<file path="config.mk">
export PLATFORM = sky130hd
export DESIGN_NAME = hiddenBank
export DESIGN_NICKNAME = d
export VERILOG_FILES = /design/src/source/classifierPkg.sv /design/src/source/hiddenBank.sv /design/src/source/hiddenNeuron.sv
export SDC_FILE = /design/constraint.sdc
export NUM_CORES = 2
export LEC_CHECK = 0
export BUFFER_PORTS_ARGS = -buffer_cell sky130_fd_sc_hd__buf_4
export CAP_MARGIN = 0
export CORE_UTILIZATION = 67
export DETAILED_ROUTE_END_ITERATION = 10
export PLACE_DENSITY = 0.85
export SLEW_MARGIN = 20
export SYNTH_ARGS = -nofsm -noshare
export SYNTH_HDL_FRONTEND = slang
export SYNTH_HIERARCHICAL = 1
export SYNTH_SLANG_ARGS = --single-unit
</file>
<file path="constraint.sdc">
create_clock -name clk -period 12.7 [get_ports clk]
set_input_delay 0 -clock clk [delete_from_list [all_inputs] [get_ports clk]]
set_output_delay 0 -clock clk [all_outputs]
set_load 0.03 [all_outputs]
</file>
<file path="src/source/classifierPkg.sv">
`default_nettype none

package classifierPkg;

	// ########################################################################
	// Sizes

	localparam int pixelCount = 15;
	localparam int hiddenCount = 8;
	localparam int bankSize = 4;
	localparam int classCount = 3;
	localparam int fracBits = 6;

	// Two cycles in a hidden bank, two in the output layer
	localparam int pipelineDepth = 4;

	// ########################################################################
	// Types

	typedef logic signed [7:0] Pixel;
	typedef Pixel [pixelCount-1:0] PixelVector;

	// Q1.6 coefficient
	typedef logic signed [7:0] Weight;

	// Holds fifteen full-range products plus the shifted bias
	typedef logic signed [19:0] Accumulator;

	typedef logic [6:0] Activation;
	typedef Activation [bankSize-1:0] ActivationVector;
	typedef logic [1:0] ClassIndex;

	// ########################################################################
	// Hidden layer coefficients

	// Rows 0 to 2 are the class feature detectors, one third of the glyph each
	localparam Weight hiddenWeights [hiddenCount][pixelCount] = '{
		'{8'sd36, 8'sd40, 8'sd34, 8'sd38, 8'sd32, -8'sd18, -8'sd22, -8'sd20,
			-8'sd16, -8'sd24, -8'sd20, -8'sd18, -8'sd22, -8'sd16, -8'sd20},
		'{-8'sd20, -8'sd16, -8'sd22, -8'sd18, -8'sd24, 8'sd38, 8'sd34, 8'sd40,
			8'sd32, 8'sd36, -8'sd18, -8'sd20, -8'sd16, -8'sd22, -8'sd18},
		'{-8'sd22, -8'sd18, -8'sd20, -8'sd24, -8'sd16, -8'sd20, -8'sd18, -8'sd16,
			-8'sd22, -8'sd20, 8'sd34, 8'sd38, 8'sd36, 8'sd40, 8'sd32},
		'{8'sd66, -8'sd44, -8'sd18, 8'sd53, 8'sd90, -8'sd97, 8'sd6, 8'sd51,
			8'sd19, -8'sd8, -8'sd38, 8'sd41, -8'sd13, 8'sd73, 8'sd66},
		'{-8'sd12, 8'sd25, 8'sd47, -8'sd60, 8'sd8, 8'sd14, -8'sd33, 8'sd29,
			-8'sd71, 8'sd55, 8'sd3, -8'sd19, 8'sd62, -8'sd40, 8'sd11},
		'{8'sd17, -8'sd9, 8'sd0, 8'sd31, -8'sd45, 8'sd58, 8'sd22, -8'sd64,
			8'sd13, -8'sd27, 8'sd49, 8'sd7, -8'sd36, 8'sd20, -8'sd5},
		'{-8'sd50, 8'sd43, 8'sd12, -8'sd7, 8'sd26, -8'sd15, 8'sd68, 8'sd4,
			-8'sd29, 8'sd37, -8'sd58, 8'sd24, 8'sd9, -8'sd11, 8'sd35},
		'{8'sd28, 8'sd6, -8'sd41, 8'sd19, -8'sd23, 8'sd45, -8'sd3, -8'sd52,
			8'sd61, 8'sd10, 8'sd16, -8'sd67, 8'sd30, 8'sd2, -8'sd14}
	};

	localparam Weight hiddenBias [hiddenCount] = '{
		-8'sd7, 8'sd4, -8'sd10, 8'sd12, -8'sd5, 8'sd8, -8'sd3, 8'sd6
	};

	// ########################################################################
	// Output layer coefficients

	// Each class leans on its own detector and against the other two
	localparam Weight outputWeights [classCount][hiddenCount] = '{
		'{8'sd60, -8'sd30, -8'sd30, 8'sd5, -8'sd4, 8'sd3, -8'sd6, 8'sd2},
		'{-8'sd30, 8'sd60, -8'sd30, -8'sd3, 8'sd6, -8'sd5, 8'sd4, -8'sd2},
		'{-8'sd30, -8'sd30, 8'sd60, 8'sd2, -8'sd5, 8'sd6, -8'sd3, 8'sd4}
	};

	localparam Weight outputBias [classCount] = '{
		8'sd10, -8'sd6, 8'sd4
	};

endpackage

`default_nettype wire
</file>
<file path="src/source/hiddenBank.sv">
`default_nettype none

module hiddenBank #(
	parameter int firstNeuron = 0
)
(
	input wire clk,
	input wire reset,
	input wire inValid,
	input wire classifierPkg::PixelVector pixels,
	output logic bankValid,
	output classifierPkg::ActivationVector activations
);

	classifierPkg::PixelVector pixelRegister;
	logic pixelValid;

	// ########################################################################
	// Input capture and valid pipeline

	// Pixels are only taken on a strobe and held between glyphs
	always_ff @(posedge clk)
	begin
		if (reset)
		begin
			pixelRegister <= '0;
			pixelValid <= 1'b0;
		end
		else
		begin
			pixelValid <= inValid;
			if (inValid)
			begin
				pixelRegister <= pixels;
			end
		end
	end

	// Matches the activation register inside each neuron
	always_ff @(posedge clk)
	begin
		if (reset)
		begin
			bankValid <= 1'b0;
		end
		else
		begin
			bankValid <= pixelValid;
		end
	end

	// ########################################################################
	// Neurons

	for (genvar n = 0; n < classifierPkg::bankSize; n++)
	begin : neuron
		hiddenNeuron #(
			.neuronIndex(firstNeuron + n)
		) neuronInst (
			.clk(clk),
			.reset(reset),
			.pixels(pixelRegister),
			.activation(activations[n])
		);
	end

endmodule

`default_nettype wire

</file>
<file path="src/source/hiddenNeuron.sv">
`default_nettype none

module hiddenNeuron #(
	parameter int neuronIndex = 0
)
(
	input wire clk,
	input wire reset,
	input wire classifierPkg::PixelVector pixels,
	output classifierPkg::Activation activation
);

	classifierPkg::Accumulator weightedSum;
	classifierPkg::Accumulator scaledSum;
	classifierPkg::Activation clampedValue;

	// Bias is moved up to the scale of the pixel-weight products
	always_comb
	begin
		weightedSum = classifierPkg::Accumulator'(classifierPkg::hiddenBias[neuronIndex])
			<<< classifierPkg::fracBits;
		for (int i = 0; i < classifierPkg::pixelCount; i++)
		begin
			weightedSum = weightedSum
				+ classifierPkg::Accumulator'($signed(pixels[i]))
				* classifierPkg::Accumulator'(classifierPkg::hiddenWeights[neuronIndex][i]);
		end
	end

	// Back to pixel scale
	assign scaledSum = weightedSum >>> classifierPkg::fracBits;

	// Rectifier with saturation at the top of the activation range
	always_comb
	begin
		if (scaledSum < 0)
		begin
			clampedValue = '0;
		end
		else if (scaledSum > 20'sd127)
		begin
			clampedValue = '1;
		end
		else
		begin
			clampedValue = scaledSum[6:0];
		end
	end

	always_ff @(posedge clk)
	begin
		if (reset)
		begin
			activation <= '0;
		end
		else
		begin
			activation <= clampedValue;
		end
	end

endmodule

`default_nettype wire

</file>
[Yosys cells after proc, flatten, opt, wreduce, memory -nomap -nowiden]
Index checks and enable logic that the tools add are counted.
Word-level totals
  logic and storage cells: 154
  bits of input ports: 123
  bits in registers: 150
Operators by class
  multipliers: 50
  $lt $le $gt $ge: 8
  reduce and logical (&&, ||, !) cells: 4
  mux-type cells: 4
  add/subtract/negate cells: 67
Operators with widths (number)
  adder 20 bit: 50
  multiplier 8 x 5 -> 13 bit, second input constant: 19
  multiplier 8 x 4 -> 12 bit, second input constant: 11
  multiplier 8 x 6 -> 14 bit, second input constant: 8
  negator 8 -> 16 bit: 6
  multiplier 8 x 7 -> 15 bit, second input constant: 6
  adder 20 x 13 -> 20 bit: 3
  greater-than comparator 14 x 8 -> 1 bit, second input constant: 4
  less-than comparator 14 x 1 -> 1 bit, second input constant: 4
  multiplier 8 x 3 -> 11 bit, second input constant: 4
  adder 10 x 20 -> 20 bit, first input constant: 2
  adder 11 x 20 -> 20 bit, first input constant: 2
  adder 20 x 14 -> 20 bit: 2
  multiplier 8 x 8 -> 16 bit, second input constant: 2
  2-to-1 mux 7 bit: 4
  adder 20 x 16 -> 20 bit: 1
  negator 8 -> 17 bit: 1
  OR reduction 2 bit: 4

[Longest topological paths before layout]
  word-level depth: 18
  gate-level depth with buffers: 39
  depth with buffers taken out: 39

[Hierarchy]
Netlist, hierarchy kept.
By module, submodules not included
  hiddenNeuron at neuron[3].neuronInst: times used 1, cells each 1828, area an instance 18552.8 um^2, sequential area each 140.1 um^2
  hiddenNeuron at neuron[1].neuronInst: times used 1, cells each 1541, area an instance 14528.9 um^2, sequential area each 140.1 um^2
  hiddenNeuron at neuron[2].neuronInst: times used 1, cells each 1432, area an instance 13945.9 um^2, sequential area each 140.1 um^2
  hiddenNeuron at neuron[0].neuronInst: times used 1, cells each 1461, area an instance 13828.3 um^2, sequential area each 140.1 um^2
  hiddenBank: times used 1, cells each 392, area an instance 4395.5 um^2, sequential area each 2442.3 um^2

[Worst setup path before layout]
OpenSTA, ideal clock, no wires.
  path kind: register -> register
  start point: reg pixelRegister[35] (netlist name)
  end point: reg neuron[3].neuronInst.activation[0]
  path buffers: 0
  clock period less this slack: 10.088 ns
  data required time: 12.551 ns
  cell stages (with the launch flop): 37
  setup time: 0.149 ns
  arrival: 9.939 ns
  setup slack: 2.612 ns
  path through: dfxtp_1 -> ha_1 -> ha_1 -> inv_1 -> fa_1 -> inv_1 -> fa_1 -> ha_1 -> a21oi_1 -> o21bai_1 -> a21oi_1 -> o21ai_1 -> a2111oi_0 -> nor3_1 -> fa_1 -> inv_1 -> fa_1 -> inv_1 -> fa_1 -> inv_1 -> fa_1 -> fa_1 -> inv_1 -> fa_1 -> fa_1 -> inv_1 -> fa_1 -> inv_1 -> fa_1 -> inv_1 -> ha_1 -> and2_1 -> and3_1 -> a211oi_2 -> or4_1 -> a221oi_4 -> a311oi_1
Between the ends
  cells in the longest elaborated chain, start to end: 14
Ends and longest elaborated chain
  start: declaration: line hiddenBank.sv:15  | classifierPkg::PixelVector pixelRegister;
  start signal: assignment: line hiddenBank.sv:34  | pixelRegister <= pixels;
  multiplier 8 x 7 -> 15 bit *: line hiddenNeuron.sv:26  | * classifierPkg::Accumulator'(classifierPkg::hiddenWeights[neuronIndex][i]);
  adder 20 bit * (10 in a row): line hiddenNeuron.sv:25  | + classifierPkg::Accumulator'($signed(pixels[i]))
  adder 20 x 16 -> 20 bit *: line hiddenNeuron.sv:25
  greater-than comparator 14 x 8 -> 1 bit or less-than comparator 14 x 1 -> 1 bit (tied branches): line hiddenNeuron.sv:40, hiddenNeuron.sv:36
  2-to-1 mux 7 bit or OR reduction 2 bit (tied branches)
  end signal: assignment: line hiddenNeuron.sv:58  | activation <= clampedValue;
  end: declaration: line hiddenNeuron.sv:10  | output classifierPkg::Activation activation
Mark *: on every way between the ends. The rest lies on a longest branch, timed or not.
A chain may end at the register's enable or synchronous reset.

[Final worst setup path]
  start point: reg pixelRegister[35] (netlist name)
  end point: reg neuron[3].neuronInst.activation[1]
Same word-level chain as after synthesis.

==> metrics.md <==
| Metric | Value |
|---|---|
| Max-cap violations | 0 |
| Final setup violation count | 0 |
| Die X | 314.1 microns |
| Final Skew | 0.02213 ns |
| Cell taking the most area after synthesis | fa_1 |
| Vias after detailed routing | 48,530 |
| Root buf cell | clkbuf_16 |
| Num rows | 114 |
| Nets | 9,737 |
| Die Span Y | 314.1 microns |
| YS warnings | 6 |
| CP startpoint kind | flop |
| Core Area | 0.09657 sq mm |
| Crit-path slowest cell | dfxtp_1 |
| Fmax | 90.56 MHz |
| Mapped Cells | 6,654 |
| Die Area | 0.09864 sq mm |
| Most used cell, CP | fa_1 |
| Post-synth EDFFs | 0 |
| Cell variety after synth | 93 |
| Worst Hold Class | in -> reg |
| RSZ-0062 raised after global routing | false |
| Reg clk slew, reported paths | 0.09 ns |
| Final wirelength | 206,900 microns |
| Fin. max-slew vios | 0 |
| Compound-Gate Fraction of Synth Area | 6.450% |
| Wire length per cell | 24.78 microns |
| Synthesized area per cell | 9.806 sq um |
| Final worst slack | 1.658 ns |
| Gpl congestion | 1.059 |
| Critical Path RT | 13.04 ns |
| Worst-Skew Late Latency | 0.53 ns |
| Synthesized net count | 9,333 |
| Syn Std Cell Area | 0.06525 sq mm |
| Hold Vio Cnt, Final | 0 |
| Bufs on Longest Clock Path | 2 |
| Critical path's largest stage delay | 0.66 ns |
| Largest net degree at the start of global routing | 77 |
| Crit share post-route | 86.95% |
| Gr usage total | 43.43% |
| Crit end category | flop |
| DRC violations left | 0 |
| Crit Path Class | reg -> reg |
| Synth Area in Adders | 62.92% |
| Initial antenna violation count | 12 |
| First-pass DRT Iterations | 8 |
| Ports | 152 |
| Mux contribution to synthesized area | 2.499% |
| CTS Sinks | 150 |
| Post-cts sizing count | 0 |
| Vias per Instance | 5.812 |
| Clock tree from TritonCTS | done |
| Ranking of synthesized cells by area | fa_1 (37%), ha_1 (26%), inv_1 (12%), xnor2_1 (5.3%), dfxtp_1 (4.6%) |
| Minimum clock period | 11.04 ns |
| Arrival @ worst endpoint | 11.39 ns |
| Async set-reset flop share out of synthesis | 0% |
| Htree depth | 4 |
| Sequential-to-total area share from yosys stat | 4.602% |
| Post-Place Worst Slack | 1.842 ns |
| Status | completed |
| Largest family of logic cells by synthesized area | adder cells |
| Most frequent cell after synthesis | inv_1 |
| Crit path max fanout | 11 |
| Num CTS Buffers | 17 |
| Proportion of layout cells with a drive suffix above 1 | 5.317% |
| Synth cell count leaders | inv_1 (2,003), ha_1 (1,347), fa_1 (1,209) |
| Antenna-violating nets left | 0 |
| Number of global-route vias before repair | 52,770 |
| Worst slew pin tran | 1.211 ns |
| First-pass GRT wire length | 312,200 microns |
| Post-Synth XOR/XNOR Area | 7.497% |
| #FFs+latches synth | 150 |
| PortBufs | 151 |
| P&R area growth vs syn | 8.428% |
| Worst slew margin | 19.17% |
| Grt ovf | 0 |
| Share of the synthesized area in the top cell type | 37.09% |
| Starting Density | 67.57% |
| DP HPWL | 165,100 microns |
| Iteration-0 DRC Markers | 4,215 |
| Post-Synth Simple-Gate Area | 3.977% |
| Synth Flop Type | dfxtp_1 |
| Final setup TNS | 0 ns |
## sequential cells by signal, summed over array words and instances (netlist names)
name                          cells
bankValid                         1
neuron.neuronInst/activation     28
pixelRegister                   120
pixelValid                        1
## cell usage in the layout, fill, tap and decap left out, drive strengths merged, types with 18 or more instances in the layout
master / count
fa: 1209
a21o: 96
xnor2: 402
o21ai: 93
a211oi: 18
nor3: 37
nand3: 32
nand2b: 32
nor2: 240
nor2b: 46
ha: 1347
dfxtp: 150
a21oi: 249
clkbuf: 18
o21bai: 93
mux2: 31
mux2i: 128
o21a: 19
buf: 249
dlygate4sd3: 170
xor2: 139
nand2: 97
inv: 2017
## metal layers
metal	share of wire, %	GRT usage (%)	vias to the layer above
met5	0.036	0	-
met4	6.8	25.09	12
met3	13	16.31	688
met2	43	64.11	2620
met1	38	54.61	24030
li1	-	-	21190
## per-stage QoR
step / hold slack (ns) / cell area, sq um / utilization (%) / instances
floorplan: 0.06465 / 65250 / - / 6654
global placement: 0.2330 / 68430 / 70.86 / 8145
detailed placement: 0.2421 / 68440 / 70.87 / 8145
CTS: 0.0008629 / 70730 / 73.25 / 8347
global route: 0.04862 / 70750 / 73.26 / 8350
finish: 0.03808 / 70750 / 73.27 / 8351
## area by class of cell
type	instances	area, sq um
Antenna cell	4	10.01
Clock buffer	18	439.2
Clock inverter	14	156.4
Fill cell	6629	25810
Inverter	2011	7551
Multi-Input combinational cell	4459	54400
Sequential cell	150	3015
Tap cell	1276	1597
Timing Repair Buffer	419	3578
## path summary, 6_finish.rpt
path | start | to | slack [ns] | cells after the start
worst max-delay path | pixelRegister[35]$_SDFFE_PP0P_ | neuron[3].neuronInst/activation[1]$_SDFF_PP0_ | 1.66 | 36
worst min-delay path | reset | neuron[3].neuronInst/activation[4]$_SDFF_PP0_ | 0.04 | 2
worst max register to register | pixelRegister[35]$_SDFFE_PP0P_ | neuron[3].neuronInst/activation[1]$_SDFF_PP0_ | 1.66 | 36
worst min register to register | pixelValid$_SDFF_PP0_ | bankValid$_SDFF_PP0_ | 0.46 | 1
## logic make-up after synthesis
family | count (synthesis)
compound gates | 648
xor+xnor | 546
fa+ha+maj | 2556
buf+inv | 2045
flops | 150
mux | 159
simple gates | 550
## critical path, delay by kind of cell (launching register included)
family,cells,cell delay [ns]
AND/OR/NAND/NOR,4,1.11
flip-flops,1,0.66
AO/OA/AOI/OAI,8,1.88
buffers and inverters,9,0.46
adder cells (fa/ha/maj),15,6.77
## what timing repair did
action	4_1_cts	5_1_grt
endpoints found under the hold margin	120	0
hold buffers	170	0
buffers inserted	0	0
endpoints found under the setup margin	0	0
Power is left out: the tool's default activity adds up to more than one toggle a clock period on the data nets, which glitch-free logic cannot reach.
