### config.mk
export PLATFORM = sky130hd
export DESIGN_NAME = outputLayer
export DESIGN_NICKNAME = d
export VERILOG_FILES = /design/src/source/classifierPkg.sv /design/src/source/outputLayer.sv
export SDC_FILE = /design/constraint.sdc
export NUM_CORES = 1
export LEC_CHECK = 0
export BUFFER_PORTS_ARGS = -buffer_cell sky130_fd_sc_hd__buf_2
export CORE_ASPECT_RATIO = 2
export CORE_UTILIZATION = 36
export DETAILED_ROUTE_END_ITERATION = 10
export GPL_ROUTABILITY_DRIVEN = 0
export SLEW_MARGIN = 20
export SYNTH_ARGS = -nofsm -noshare
export SYNTH_HDL_FRONTEND = slang
export SYNTH_SLANG_ARGS = --single-unit
### constraint.sdc
create_clock -name clk -period 15.9 [get_ports clk]
set_clock_uncertainty 0.05 [all_clocks]
set_input_delay 1.59 -clock clk [delete_from_list [all_inputs] [get_ports clk]]
set_output_delay 1.59 -clock clk [all_outputs]
set_load 0.05 [all_outputs]
### src/source/classifierPkg.sv
`default_nettype none

package classifierPkg;

	// ########################################################################
	// Sizes

	localparam int pixelCount = 15;
	localparam int hiddenCount = 8;
	localparam int bankSize = 4;
	localparam int classCount = 3;
	localparam int fracBits = 6;

	// Two cycles in a hidden bank, two in the output layer
	localparam int pipelineDepth = 4;

	// ########################################################################
	// Types

	typedef logic signed [7:0] Pixel;
	typedef Pixel [pixelCount-1:0] PixelVector;

	// Q1.6 coefficient
	typedef logic signed [7:0] Weight;

	// Holds fifteen full-range products plus the shifted bias
	typedef logic signed [19:0] Accumulator;

	typedef logic [6:0] Activation;
	typedef Activation [bankSize-1:0] ActivationVector;
	typedef logic [1:0] ClassIndex;

	// ########################################################################
	// Hidden layer coefficients

	// Rows 0 to 2 are the class feature detectors, one third of the glyph each
	localparam Weight hiddenWeights [hiddenCount][pixelCount] = '{
		'{8'sd36, 8'sd40, 8'sd34, 8'sd38, 8'sd32, -8'sd18, -8'sd22, -8'sd20,
			-8'sd16, -8'sd24, -8'sd20, -8'sd18, -8'sd22, -8'sd16, -8'sd20},
		'{-8'sd20, -8'sd16, -8'sd22, -8'sd18, -8'sd24, 8'sd38, 8'sd34, 8'sd40,
			8'sd32, 8'sd36, -8'sd18, -8'sd20, -8'sd16, -8'sd22, -8'sd18},
		'{-8'sd22, -8'sd18, -8'sd20, -8'sd24, -8'sd16, -8'sd20, -8'sd18, -8'sd16,
			-8'sd22, -8'sd20, 8'sd34, 8'sd38, 8'sd36, 8'sd40, 8'sd32},
		'{8'sd66, -8'sd44, -8'sd18, 8'sd53, 8'sd90, -8'sd97, 8'sd6, 8'sd51,
			8'sd19, -8'sd8, -8'sd38, 8'sd41, -8'sd13, 8'sd73, 8'sd66},
		'{-8'sd12, 8'sd25, 8'sd47, -8'sd60, 8'sd8, 8'sd14, -8'sd33, 8'sd29,
			-8'sd71, 8'sd55, 8'sd3, -8'sd19, 8'sd62, -8'sd40, 8'sd11},
		'{8'sd17, -8'sd9, 8'sd0, 8'sd31, -8'sd45, 8'sd58, 8'sd22, -8'sd64,
			8'sd13, -8'sd27, 8'sd49, 8'sd7, -8'sd36, 8'sd20, -8'sd5},
		'{-8'sd50, 8'sd43, 8'sd12, -8'sd7, 8'sd26, -8'sd15, 8'sd68, 8'sd4,
			-8'sd29, 8'sd37, -8'sd58, 8'sd24, 8'sd9, -8'sd11, 8'sd35},
		'{8'sd28, 8'sd6, -8'sd41, 8'sd19, -8'sd23, 8'sd45, -8'sd3, -8'sd52,
			8'sd61, 8'sd10, 8'sd16, -8'sd67, 8'sd30, 8'sd2, -8'sd14}
	};

	localparam Weight hiddenBias [hiddenCount] = '{
		-8'sd7, 8'sd4, -8'sd10, 8'sd12, -8'sd5, 8'sd8, -8'sd3, 8'sd6
	};

	// ########################################################################
	// Output layer coefficients

	// Each class leans on its own detector and against the other two
	localparam Weight outputWeights [classCount][hiddenCount] = '{
		'{8'sd60, -8'sd30, -8'sd30, 8'sd5, -8'sd4, 8'sd3, -8'sd6, 8'sd2},
		'{-8'sd30, 8'sd60, -8'sd30, -8'sd3, 8'sd6, -8'sd5, 8'sd4, -8'sd2},
		'{-8'sd30, -8'sd30, 8'sd60, 8'sd2, -8'sd5, 8'sd6, -8'sd3, 8'sd4}
	};

	localparam Weight outputBias [classCount] = '{
		8'sd10, -8'sd6, 8'sd4
	};

endpackage

`default_nettype wire
### src/source/outputLayer.sv
`default_nettype none

module outputLayer
(
	input wire clk,
	input wire reset,
	input wire inValid,
	input wire classifierPkg::ActivationVector activationsLow,
	input wire classifierPkg::ActivationVector activationsHigh,
	output logic outValid,
	output classifierPkg::ClassIndex classIndex,
	output classifierPkg::Accumulator winningScore
);

	classifierPkg::Activation [classifierPkg::hiddenCount-1:0] allActivations;
	classifierPkg::Accumulator scoreNext [classifierPkg::classCount];
	classifierPkg::Accumulator scores [classifierPkg::classCount];
	classifierPkg::ClassIndex bestIndex;
	classifierPkg::Accumulator bestScore;
	logic scoreValid;

	// Low bank holds neurons 0 to 3
	assign allActivations = {activationsHigh, activationsLow};

	// ########################################################################
	// Class scores in the first stage

	// Activations are zero-extended so they stay non-negative operands
	always_comb
	begin
		for (int c = 0; c < classifierPkg::classCount; c++)
		begin
			scoreNext[c] = classifierPkg::Accumulator'(classifierPkg::outputBias[c])
				<<< classifierPkg::fracBits;
			for (int n = 0; n < classifierPkg::hiddenCount; n++)
			begin
				scoreNext[c] = scoreNext[c]
					+ classifierPkg::Accumulator'(allActivations[n])
					* classifierPkg::Accumulator'(classifierPkg::outputWeights[c][n]);
			end
		end
	end

	always_ff @(posedge clk)
	begin
		if (reset)
		begin
			scoreValid <= 1'b0;
			scores <= '{default: '0};
		end
		else
		begin
			scoreValid <= inValid;
			if (inValid)
			begin
				scores <= scoreNext;
			end
		end
	end

	// ########################################################################
	// Maximum selection in the second stage

	// Strict compare keeps the lower index on a tie
	always_comb
	begin
		bestIndex = '0;
		bestScore = scores[0];
		for (int c = 1; c < classifierPkg::classCount; c++)
		begin
			if (scores[c] > bestScore)
			begin
				bestIndex = classifierPkg::ClassIndex'(c);
				bestScore = scores[c];
			end
		end
	end

	always_ff @(posedge clk)
	begin
		if (reset)
		begin
			outValid <= 1'b0;
			classIndex <= '0;
			winningScore <= '0;
		end
		else
		begin
			outValid <= scoreValid;
			if (scoreValid)
			begin
				classIndex <= bestIndex;
				winningScore <= bestScore;
			end
		end
	end

endmodule

`default_nettype wire

---- Word-level counts from Yosys, hierarchy flattened ----
Cells that the tools add are included.
storage, ports and cells
  word-level logic and storage cells ...... 54
  output and inout port bits .............. 23
  input port bits ......................... 59
  flip-flop bits (word level) ............. 84
cells by class
  multiplexer cells ....................... 4
  magnitude comparators ................... 2
  add/subtract/negate cells ............... 26
  multiply operators ...................... 15
operators by type and width
  kind                      count
  $add A20 B11 Y20          4
  $add A20 B10 Y20          3
  $add A20 B12 Y20          2
  $add A20 B14 Y20          2
  $add A20 B20 Y20          2
  $gt A20 B20 Y1            2
  $mux W20                  2
  $mul A8 B5 Y13 const B    3
  $add A16 B14 Y17          2
  $mul A7 B4 Y11 const B    3
  $mul A8 B3 Y11 const B    3
  $add A15 B14 Y16          2
  $add A10 B14 Y15 const A  2
  $mul A7 B2 Y9 const B     3
  $mul A8 B4 Y12 const B    2
  $add A19 B11 Y20          1
  $add A20 B9 Y20           1
  $add A18 B12 Y19          1
  $neg A7 Y19               1
  $add A17 B9 Y18           1
  $neg A7 Y18               1
  $add A10 B13 Y14 const A  1
  $mul A7 B3 Y10 const B    1
  $mux W2                   1
  $mux W1                   1

---- Longest topological paths before layout ----
Gate-level depths: netlist of the first run.
  depth in word-level cells ............... 9
  depth in mapped cells ................... 34
  mapped depth without buffers ............ 34

---- Worst setup path before layout of the first run ----
No wires, ideal clock.
  path type ............................... in2reg
  start ................................... input port activationsLow[2] in the netlist's numbering
  end ..................................... register scores[59] in the netlist's numbering
  slack ................................... 6978 ps
  data arrival time ....................... 8750 ps
  cell stages on the path ................. 34
  path buffers ............................ 0
  setup time .............................. 122 ps
  required time ........................... 15728 ps
  cell sequence ........................... inv_1 fa_1 fa_1 inv_1 ha_1 nor2b_1 o21ai_0 a21boi_0 o21a_1 o21ai_0 a21boi_0 nor2_1 xor3_1 fa_1 inv_1 ha_1 and3_1 a21oi_1 inv_1 a211oi_1 nor3_1 nor2_1 inv_1 fa_1 ha_1 ha_1 ha_1 a21oi_1 nand2b_1 inv_1 o21ai_0 o311a_1 and2_1 a311o_1
between the ends
  cells in the longest elaborated chain, start to end .. 9
RTL lines
  element               RTL line           RTL
  start, declared       outputLayer.sv:8   input wire classifierPkg::ActivationVector activationsLow,
  $mul A7 B4 Y11        outputLayer.sv:39  * classifierPkg::Accumulator'(classifierPkg::outputWeights[c][n]);
  $add A10 B13 Y14      outputLayer.sv:38  + classifierPkg::Accumulator'(allActivations[n])
  $add A15 B14 Y16      outputLayer.sv:38
  $add A16 B14 Y17      outputLayer.sv:38
  $add A20 B11 Y20      outputLayer.sv:38
  $add A20 B20 Y20      outputLayer.sv:38
  $add A20 B10 Y20      outputLayer.sv:38
  $add A20 B12 Y20      outputLayer.sv:38
  $add A20 B9 Y20       outputLayer.sv:38
  end signal, assigned  outputLayer.sv:56  scores <= scoreNext;
  end, declared         outputLayer.sv:17  classifierPkg::Accumulator scores [classifierPkg::classCount];
No other way between the ends.
A chain may end at the register's enable or synchronous reset.

---- Worst setup path after layout of the first run ----
  start ................................... input port activationsLow[3] in the netlist's numbering
  end ..................................... register scores[59] in the netlist's numbering
The elaborated chain is that of the path after synthesis.

==> metrics.md, run 1 <==
| Metric | Value |
|---|---|
| Status | `completed` |
| GR Overflow Total | `0` |
| Crit-path max FO | `6` |
| FF+latch count, synth | `83` |
| Min-delay worst type | `reg -> reg` |
| Largest net degree at the start of global routing | `slightly below 90` |
| # DRC | `0` |
| Fraction of registers with async set/reset | `0` |
| Area occupied by multi-input gates | `roughly 14000 sq um` |
| RSZ-0062 raised after global routing | `no` |
| Number of diodes | `0` |
| Clock Latency Late Sink | `0.36 ns` |
| Post-CTS setup buffer count | `0` |
| Sequential fraction of the synthesis area | `0.0928` |
| Post-Synthesis Cells | `1948` |
| Core outline area | `49100 sq um` |
| Yosys warnings | `0` |
| Syn_nets | `2590` |
| Max-slew violations | `0` |
| Worst Setup Start Kind | `input port` |
| Clk buf depth | `2` |
| Share of layout cells above drive strength 1 | `0.0591` |
| Slew @ Worst Pin | `1.01 ns` |
| Register clock-pin slew on the reported worst setup and hold paths | `~0.06 ns` |
| Yosys cell types | `just over 60` |
| Overall Global Routing Usage | `0.221` |
| Final setup viols | `0` |
| Routed WL | `55000 microns` |
| Die Y | `317 microns` |
| Fmax | `103 MHz` |
| Max_cap viols | `0` |
| Vias per cell | `5.17` |
| Post_cts resized | `0` |
| Worst path most repeated cell | `inv_1` |
| Setup TNS | `0 ns` |
| Worst slew margin | `0.325` |
| Post-Syn Area | `17900 sq um` |
| Fin area | `between 15000 and 20000 sq um` |
| Drt initial violations | `504` |
| Total CTS buffers | `9` |
| Rows | `~120` |
| Hold path start | `classIndex[0]$_SDFFE_PP0P_` |
| Cell Area, Placed | `19000 sq um` |
| Initial Util | `0.365` |
| Commonest cells after routing, fill and taps aside | `inv_1, ha_1, fa_1` |
| # nets final | `2650` |
| Critical path's largest stage delay | `0.56 ns` |
| Post-DP HPWL | `49200 microns` |
| First-pass GRT wire length | `83300 microns` |
| Hold buffer count at CTS | `0` |
| CP required | `16.09 ns` |
| Detailed Routing Iterations Pass 1 | `4` |
| Minimum clock period | `9.71 ns` |
| Routed via count | `between 10000 and 15000` |
| Fin crit share | `0.611` |
| Worst r2r src | `scores[59]$_SDFFE_PP0P_` |
| Htree depth | `3` |
| Filler instances | `between 4000 and 5000` |
| Root buffer cell | `clkbuf_16` |
| Avg Inst Size Synth | `a little over 9 sq um` |
| Buffers on Ports | `81` |
| Vias in the first global route | `15044` |
| Hold Vio Cnt, Final | `0` |
| CP max stage cell | `fa_1` |
| Crit path from | `activationsLow[3]` |
| Worst endpoint data arrival time | `9.90 ns` |
| Most common cell after layout, fill and taps aside | `inv_1` |
| DRT antenna net count | `0` |
| Crit path kind | `in -> reg` |
| Die width | `160 microns` |
| # IOs | `82` |
| Avg WL per Cell | `20.7 microns` |
| FF/Latch Area | `between 1500 and 2000 sq um` |
| Prevailing post-synth register cell | `dfxtp_1` |
| Clk sink count | `83` |
| EDFF count, synth | `0` |
| Die area | `50700 sq um` |
| Antenna violations before repair | `0` |
| CP Capture Type | `flip-flop` |
| TritonCTS clock tree | `yes` |
| Area grow syn2layout | `7.79%` |
-- worst max-delay path, delay by kind of cell --
family                     cells  cell delay [ns]
and+or+nand+nor                6             1.01
buffers and inverters          7             0.72
xor gates and xnor gates       1             0.38
adders and majority gates      9             3.71
AOI/OAI and AO/OA             12             2.49
-- logic make-up after synthesis --
family / after synthesis / synth area share
fa+ha+maj: 583 / 0.514
buf+inv: 480 / 0.102
mux: 47 / 0.0266
xor+xnor: 112 / 0.0556
simple gates: 328 / 0.0928
flops: 83 / 0.0928
compound gates: 315 / 0.117
-- path summary, 6_finish.rpt --
check / endpoint / slack, ns / cells after the start
setup / recovery: scores[59]$_SDFFE_PP0P_ / 6.19 / 35
hold / removal: classIndex[0]$_SDFFE_PP0P_ / 0.42 / 2
setup reg to reg: winningScore[18]$_SDFFE_PP0P_ / 9.59 / 18
hold reg to reg: classIndex[0]$_SDFFE_PP0P_ / 0.42 / 2
-- per-stage QoR --
stage	util	instances	hold slack [ns]	setup slack, ns
after floorplan	-	1948	0.404	6.98
after global placement	0.387	2640	0.409	5.98
after detailed placement	0.387	2640	0.416	5.92
after CTS	0.393	2656	0.428	6.25
after global routing	0.393	2656	0.446	5.73
final	0.393	2656	0.422	6.19
-- cells in the mapped netlist, types with 3 or more instances --
| cell type | number | area (sq um) |
|---|---|---|
| nand2b_1 | 30 | 188 |
| nor3_1 | 30 | 150 |
| nor4_1 | 6 | 37.5 |
| inv_1 | 441 | 1660 |
| a2111oi_0 | 3 | 26.3 |
| and2_1 | 8 | 50.1 |
| mux2i_1 | 43 | 430 |
| a21oi_1 | 96 | 480 |
| xnor2_1 | 87 | 762 |
| o21ai_0 | 38 | 190 |
| or4_1 | 4 | 30.0 |
| o22ai_1 | 9 | 56.3 |
| a31oi_1 | 8 | 50.1 |
| o21a_1 | 16 | 120 |
| xor2_1 | 24 | 210 |
| o211ai_1 | 9 | 67.6 |
| mux2_2 | 4 | 45.0 |
| dfxtp_1 | 83 | 1660 |
| o221ai_1 | 20 | 175 |
| a211oi_1 | 24 | 180 |
| nor2_1 | 88 | 330 |
| or2_2 | 7 | 43.8 |
| o21bai_1 | 16 | 120 |
| and3_1 | 13 | 81.3 |
| nor2b_1 | 17 | 106 |
| buf_1 | 8 | 30.0 |
| a21o_1 | 46 | 345 |
| o31a_1 | 3 | 26.3 |
| clkbuf_1 | 25 | 93.8 |
| o31ai_1 | 4 | 30.0 |
| or3_1 | 11 | 68.8 |
| ha_1 | 330 | 4130 |
| nand4_1 | 30 | 188 |
| nand3b_1 | 4 | 30.0 |
| fa_1 | 253 | 5060 |
| nand3_1 | 15 | 75.1 |
| nand2_1 | 57 | 214 |
-- layer usage --
metal	track usage	up-vias	routed length, microns	part of all wire
met5	0	-	0	0
met4	0.174	0	4700	0.086
met3	0.0159	167	1270	0.023
met2	0.452	342	31300	0.57
met1	0.196	6740	17700	0.32
li1	-	6493	-	-
-- flip-flops by register name, summed over array words and instances, names as in the netlist --
name          count
scores           59
classIndex        2
winningScore     20
scoreValid        1
outValid          1
-- area by class of cell --
class,count,share of cell area
Timing Repair Buffer,86,0.0230
Sequential cell,83,0.0861
Multi-Input combinational cell,1385,0.747
Clock buffer,11,0.0126
Inverter,443,0.0862
Clock inverter,5,0.00311
Tap cell,643,0.0417
Power of run 1 is not shown: default switching activity piles up to over one toggle a cycle in this logic, so the estimate is an artifact.
==> inputs of run 2 (changes only) <==
clock period = 9.65 ns   (was 15.9 ns; I/O delays follow)
==> metrics.md, run 2 (same netlist as run 1, synthesis figures left out) <==
| Metric | Value |
|---|---|
| Status | `completed` |
| Clock Latency Late Sink | `roughly 0.36 ns` |
| Crit path kind | `in -> reg` |
| # DRC | `0` |
| Post-CTS setup buffer count | `0` |
| Hold Path Sink | `classIndex[0]$_SDFFE_PP0P_` |
| Largest net degree at the start of global routing | `between 80 and 90` |
| Worst path most repeated cell | `inv_1` |
| Reg2reg setup slack | `3.01 ns` |
| Die Y | `317 microns` |
| # nets final | `2656` |
| Fin crit share | `0.941` |
| Max-slew violations | `0` |
| Final setup viols | `0` |
| Die area | `approximately 51000 sq um` |
| Register clock-pin slew on the reported worst setup and hold paths | `0.07 ns` |
| Max FFs per register | `between 50 and 60` |
| Initial Util | `0.365` |
| DR top layer | `met4` |
| TritonCTS clock tree | `yes` |
| Crit-path max FO | `6` |
| Worst reg-to-reg path cell count | `18` |
| Hold Path Stages | `2` |
| Vias per cell | `5.21` |
| Clk sink count | `83` |
| First-pass GRT wire length | `~84000 microns` |
| Hold path start | `classIndex[0]$_SDFFE_PP0P_` |
| Most common cell after layout, fill and taps aside | `inv_1` |
| Worst r2r src | `scores[59]$_SDFFE_PP0P_` |
| M1 WL | `17500 microns` |
| FF/Latch Area | `1660 sq um` |
| Worst slew margin | `0.368` |
| Met3 routed WL | `~1600 microns` |
| Core outline area | `49100 sq um` |
| CP max stage cell | `fa_1` |
| Overall Global Routing Usage | `0.223` |
| Area occupied by multi-input gates | `14400 sq um` |
| Minimum clock period | `9.08 ns` |
| Max_cap viols | `0` |
| Routed WL | `about 55000 microns` |
| Largest Register | `scores` |
| Met2 WL | `roughly 30000 microns` |
| Critical path's largest stage delay | `0.56 ns` |
| Worst Setup Start Kind | `input port` |
| Area grow syn2layout | `7.93%` |
| Commonest cells after routing, fill and taps aside | `inv_1, ha_1, fa_1` |
| CP Capture Type | `flip-flop` |
| Avg WL per Cell | `slightly above 20 microns` |
| Hold Vio Cnt, Final | `0` |
| Fmax | `between 100 and 150 MHz` |
| Share of layout cells above drive strength 1 | `0.0614` |
| Die width | `160 microns` |
| Post-DP HPWL | `49300 microns` |
| Antenna violations before repair | `0` |
| GR Overflow Total | `0` |
| Total CTS buffers | `9` |
| Htree depth | `3` |
| Hold buffer count at CTS | `0` |
| Count of buffer and inverter cells on the critical path | `7` |
| CP required | `approximately 10 ns` |
| RSZ-0062 raised after global routing | `no` |
| Reg2Reg Capture Point | `winningScore[18]$_SDFFE_PP0P_` |
| Clk buf depth | `2` |
| Filler instances | `approximately 4900` |
| Number of diodes | `0` |
| Regs by FF count | `scores: 59 flops, winningScore: 20 flops, classIndex: 2 flops` |
| Setup TNS | `0 ns` |
| DRT antenna net count | `0` |
| Vias in the first global route | `15176` |
| Drt initial violations | `510` |
| Buffers on Ports | `81` |
| # IOs | `82` |
| Root buffer cell | `clkbuf_16` |
| Slew @ Worst Pin | `0.949 ns` |
| Routed via count | `13871` |
| Worst endpoint data arrival time | `a little over 9 ns` |
| Min-delay worst type | `reg -> reg` |
| Detailed Routing Iterations Pass 1 | `5` |
| Rows | `115` |
| Gate family responsible for the most delay along the worst path | `adder cells` |
[run 2: changes by cell type in the layout (fill, tap and decap cells not counted), sizes merged]
cell,before,now
buf,86,92
clkbuf,11,13
clkinv,1,3
inv,445,443
bufinv,1,0
clkinvlp,1,0
[run 2: worst max path at each step]
stage | start | end | slack (ns) | cells past startpoint
after floorplan | activationsLow[2] | scores[59]$_SDFFE_PP0P_ | 1.35 | 34
after global placement | activationsLow[3] | scores[59]$_SDFFE_PP0P_ | 0.36 | 35
after detailed placement | activationsLow[3] | scores[59]$_SDFFE_PP0P_ | 0.21 | 35
after CTS | activationsLow[3] | scores[59]$_SDFFE_PP0P_ | 0.58 | 35
after global routing | activationsLow[3] | scores[59]$_SDFFE_PP0P_ | 0.02 | 35
final | activationsLow[3] | scores[59]$_SDFFE_PP0P_ | 0.57 | 35
[run 2: worst register-to-register path, stage by stage, from the launching register on]
cell       delay, ns
dfxtp_1         0.34
inv_1           0.07
ha_1            0.36
and4_1          0.27
nand3_1         0.17
nor3_1          0.77
a221o_1         0.29
a21oi_1         0.06
o211ai_2        0.66
mux2i_1         0.32
ha_1            0.39
nand4_1         0.20
nor4_1          0.58
nand4_1         0.26
a21oi_1         0.41
a2111oi_0       0.18
a211oi_2        0.26
nand2b_1        0.64
o221ai_1        0.23
[run 2: what timing repair did]
action,4_1_cts,5_1_grt
endpoints found under the setup margin,0,1
gates resized for setup,0,1
hold endpoints to repair,0,0
[run 2: per-stage QoR]
stage | area (sq um) | hold WS, ns | cells | setup WS (ns) | utilization
3_3_place_gp | 19000 | 0.411 | 2646 | 0.363 | 0.388
4_1_cts | 19300 | 0.431 | 2662 | 0.580 | 0.394
6_report | 19300 | 0.427 | 2662 | 0.570 | 0.394
3_5_place_dp | 19000 | 0.419 | 2646 | 0.214 | 0.388
5_1_grt | 19300 | 0.463 | 2662 | 0.0201 | 0.394
2_1_floorplan | 17900 | 0.404 | 1948 | 1.35 | -
[run 2: metal layers]
metal  track usage  vias up
met5             0        -
met4         0.208        0
met3        0.0220      188
met2         0.439      370
met1         0.196     6814
li1              -     6499
[run 2: cell type report]
class | count | share of cell area
Inverter | 443 | 0.0861
Tap cell | 643 | 0.0416
Clock buffer | 13 | 0.0135
Sequential cell | 83 | 0.0860
Multi-Input combinational cell | 1385 | 0.746
Timing Repair Buffer | 92 | 0.0253
Clock inverter | 3 | 0.00117
Power of run 2 is left out for the same reason.
==> inputs of run 3 (changes only) <==
ABC_AREA = 1   (was not set)
CORE_UTILIZATION = 50   (was 36)
PLACE_DENSITY = 0.67   (was not set)
==> metrics.md, run 3 <==
| Metric | Value |
|---|---|
| Status | `complete, but fails checks` |
| Failing checks | `design-rule violations` |
| Largest net degree at the start of global routing | `70` |
| Initial Util | `0.507` |
| Commonest cells after routing, fill and taps aside | `inv_1, ha_1, nand2_1` |
| Vias per cell | `~5.5` |
| Max FFs per register | `59` |
| Area grow syn2layout | `5.79%` |
| Setup TNS | `0 ns` |
| Post-Syn Area | `18900 sq um` |
| Fin crit share | `0.873` |
| Prevailing post-synth register cell | `dfxtp_1` |
| Final setup margin | `between 1 and 1.5 ns` |
| Max_cap viols | `0` |
| Overall Global Routing Usage | `0.323` |
| CP Capture Type | `flip-flop` |
| Post_cts resized | `0` |
| Yosys warnings | `0` |
| Area contributors post-synth | `fa_1, ha_1, inv_1` |
| Worst endpoint data arrival time | `8.63 ns` |
| Synth area leader | `fa_1` |
| Sequential fraction of the synthesis area | `0.0879` |
| Post-DP HPWL | `53100 microns` |
| Largest Register | `scores` |
| GR Overflow Total | `0` |
| Root buffer cell | `clkbuf_16` |
| Count leader, synth | `inv_1` |
| Buffers on Ports | `81` |
| Worst Hold Slack | `between 0.4 and 0.5 ns` |
| Clk sink count | `83` |
| Core outline area | `37300 sq um` |
| Minimum clock period | `8.42 ns` |
| Hold Vio Cnt, Final | `0` |
| Total CTS buffers | `9` |
| EDFF count, synth | `0` |
| CP required | `slightly below 10 ns` |
| RSZ-0062 raised after global routing | `no` |
| DRT antenna net count | `0` |
| Register clock-pin slew on the reported worst setup and hold paths | `0.07 ns` |
| FF/Latch Area | `~1700 sq um` |
| Vias in the first global route | `17182` |
| FF+latch count, synth | `83` |
| Post-synth top cells | `inv_1, ha_1, nand2_1, fa_1, a21oi_1` |
| Avg WL per Cell | `between 20 and 25 microns` |
| Die Y | `around 280 microns` |
| # IOs | `82` |
| Most common cell after layout, fill and taps aside | `inv_1` |
| Drt initial violations | `822` |
| Critical path's largest stage delay | `around 0.53 ns` |
| Crit-path max FO | `6` |
| Regs by FF count | `scores: 59 flops, winningScore: 20 flops, classIndex: 2 flops` |
| Hold buffer count at CTS | `0` |
| Post-Synthesis Cells | `2378` |
| Min-delay worst type | `reg -> reg` |
| Avg Inst Size Synth | `7.95 sq um` |
| Filler instances | `around 3600` |
| Pre-CTS WS | `0.955 ns` |
| Antenna violations before repair | `0` |
| # nets final | `3075` |
| Die area | `38600 sq um` |
| Area occupied by multi-input gates | `14800 sq um` |
| Worst path most repeated cell | `inv_1` |
| Yosys top cell area share | `0.268` |
| Crit path kind | `in -> reg` |
| Worst Setup Start Kind | `input port` |
| Share of layout cells above drive strength 1 | `0.0636` |
| Fmax | `119 MHz` |
| Htree depth | `3` |
| Final setup viols | `0` |
| Post-CTS setup buffer count | `0` |
| Reg2reg setup slack | `between 4 and 5 ns` |
| TritonCTS clock tree | `yes` |
| Max-slew violations | `0` |
| Number of diodes | `0` |
| Syn_nets | `3020` |
| Die width | `140 microns` |
| Routed via count | `around 16000` |
| Detailed Routing Iterations Pass 1 | `8` |
| Routed WL | `60200 microns` |
| # DRC | `1` |
| Slew @ Worst Pin | `0.977 ns` |
| Fraction of registers with async set/reset | `0` |
| Clk buf depth | `2` |
| Rows | `100` |
| CP max stage cell | `fa_1` |
| Clock Latency Late Sink | `approximately 0.36 ns` |
| Worst slew margin | `0.348` |
| First-pass GRT wire length | `just over 90000 microns` |
| Yosys cell types | `47` |
-- run 3: cell type report --
type                    count  area share
repair buffers             85      0.0218
well taps                 459      0.0287
clock buffers               9      0.0113
flip-flops and latches     83      0.0831
multi-input cells        1651       0.738
inverters                 603       0.113
clock inverters             7     0.00369
-- run 3: final timing paths --
path	end	from	depth (start not counted)
setup / recovery	scores[59]$_SDFFE_PP0P_	activationsLow[4]	35
hold / removal	winningScore[0]$_SDFFE_PP0P_	winningScore[0]$_SDFFE_PP0P_	2
setup reg to reg	winningScore[0]$_SDFFE_PP0P_	scores[43]$_SDFFE_PP0P_	23
hold reg to reg	winningScore[0]$_SDFFE_PP0P_	winningScore[0]$_SDFFE_PP0P_	2
-- run 3: cell families (layout without fill, tap and decap cells) --
logic type / Yosys count / count (layout) / synth area share
DFF: 83 / 83 / 0.0879
and+or+nand+nor: 618 / 618 / 0.142
adders and majority gates: 583 / 583 / 0.486
xor gates and xnor gates: 108 / 108 / 0.0500
buffers and inverters: 644 / 704 / 0.131
AOI/OAI and AO/OA: 342 / 342 / 0.103
-- run 3: critical path, delay by kind of cell --
family                   cells  cell delay, ns
XOR/XNOR                     3            0.63
AO/OA/AOI/OAI                8            1.77
buffers and inverters        9            0.80
AND/OR/NAND/NOR              5            0.55
adder cells (fa/ha/maj)     10            3.91
-- run 3: per-layer routing --
metal / GRT usage / routed length (microns) / vias to the layer above
met1: 0.277 / 18500 / 7611
met4: 0.336 / 7360 / 0
li1: - / - / 7503
met2: 0.610 / 31700 / 555
met3: 0.0455 / 2680 / 253
met5: 0 / 0 / -
-- run 3: per-stage QoR --
step / util / instance area [sq um] / cells
6_report: 0.536 / 20000 / 2897
4_1_cts: 0.536 / 20000 / 2897
2_1_floorplan: - / 18900 / 2378
3_5_place_dp: 0.528 / 19700 / 2881
3_3_place_gp: 0.528 / 19700 / 2881
5_1_grt: 0.536 / 20000 / 2897
Power of run 3 is left out for the same reason.
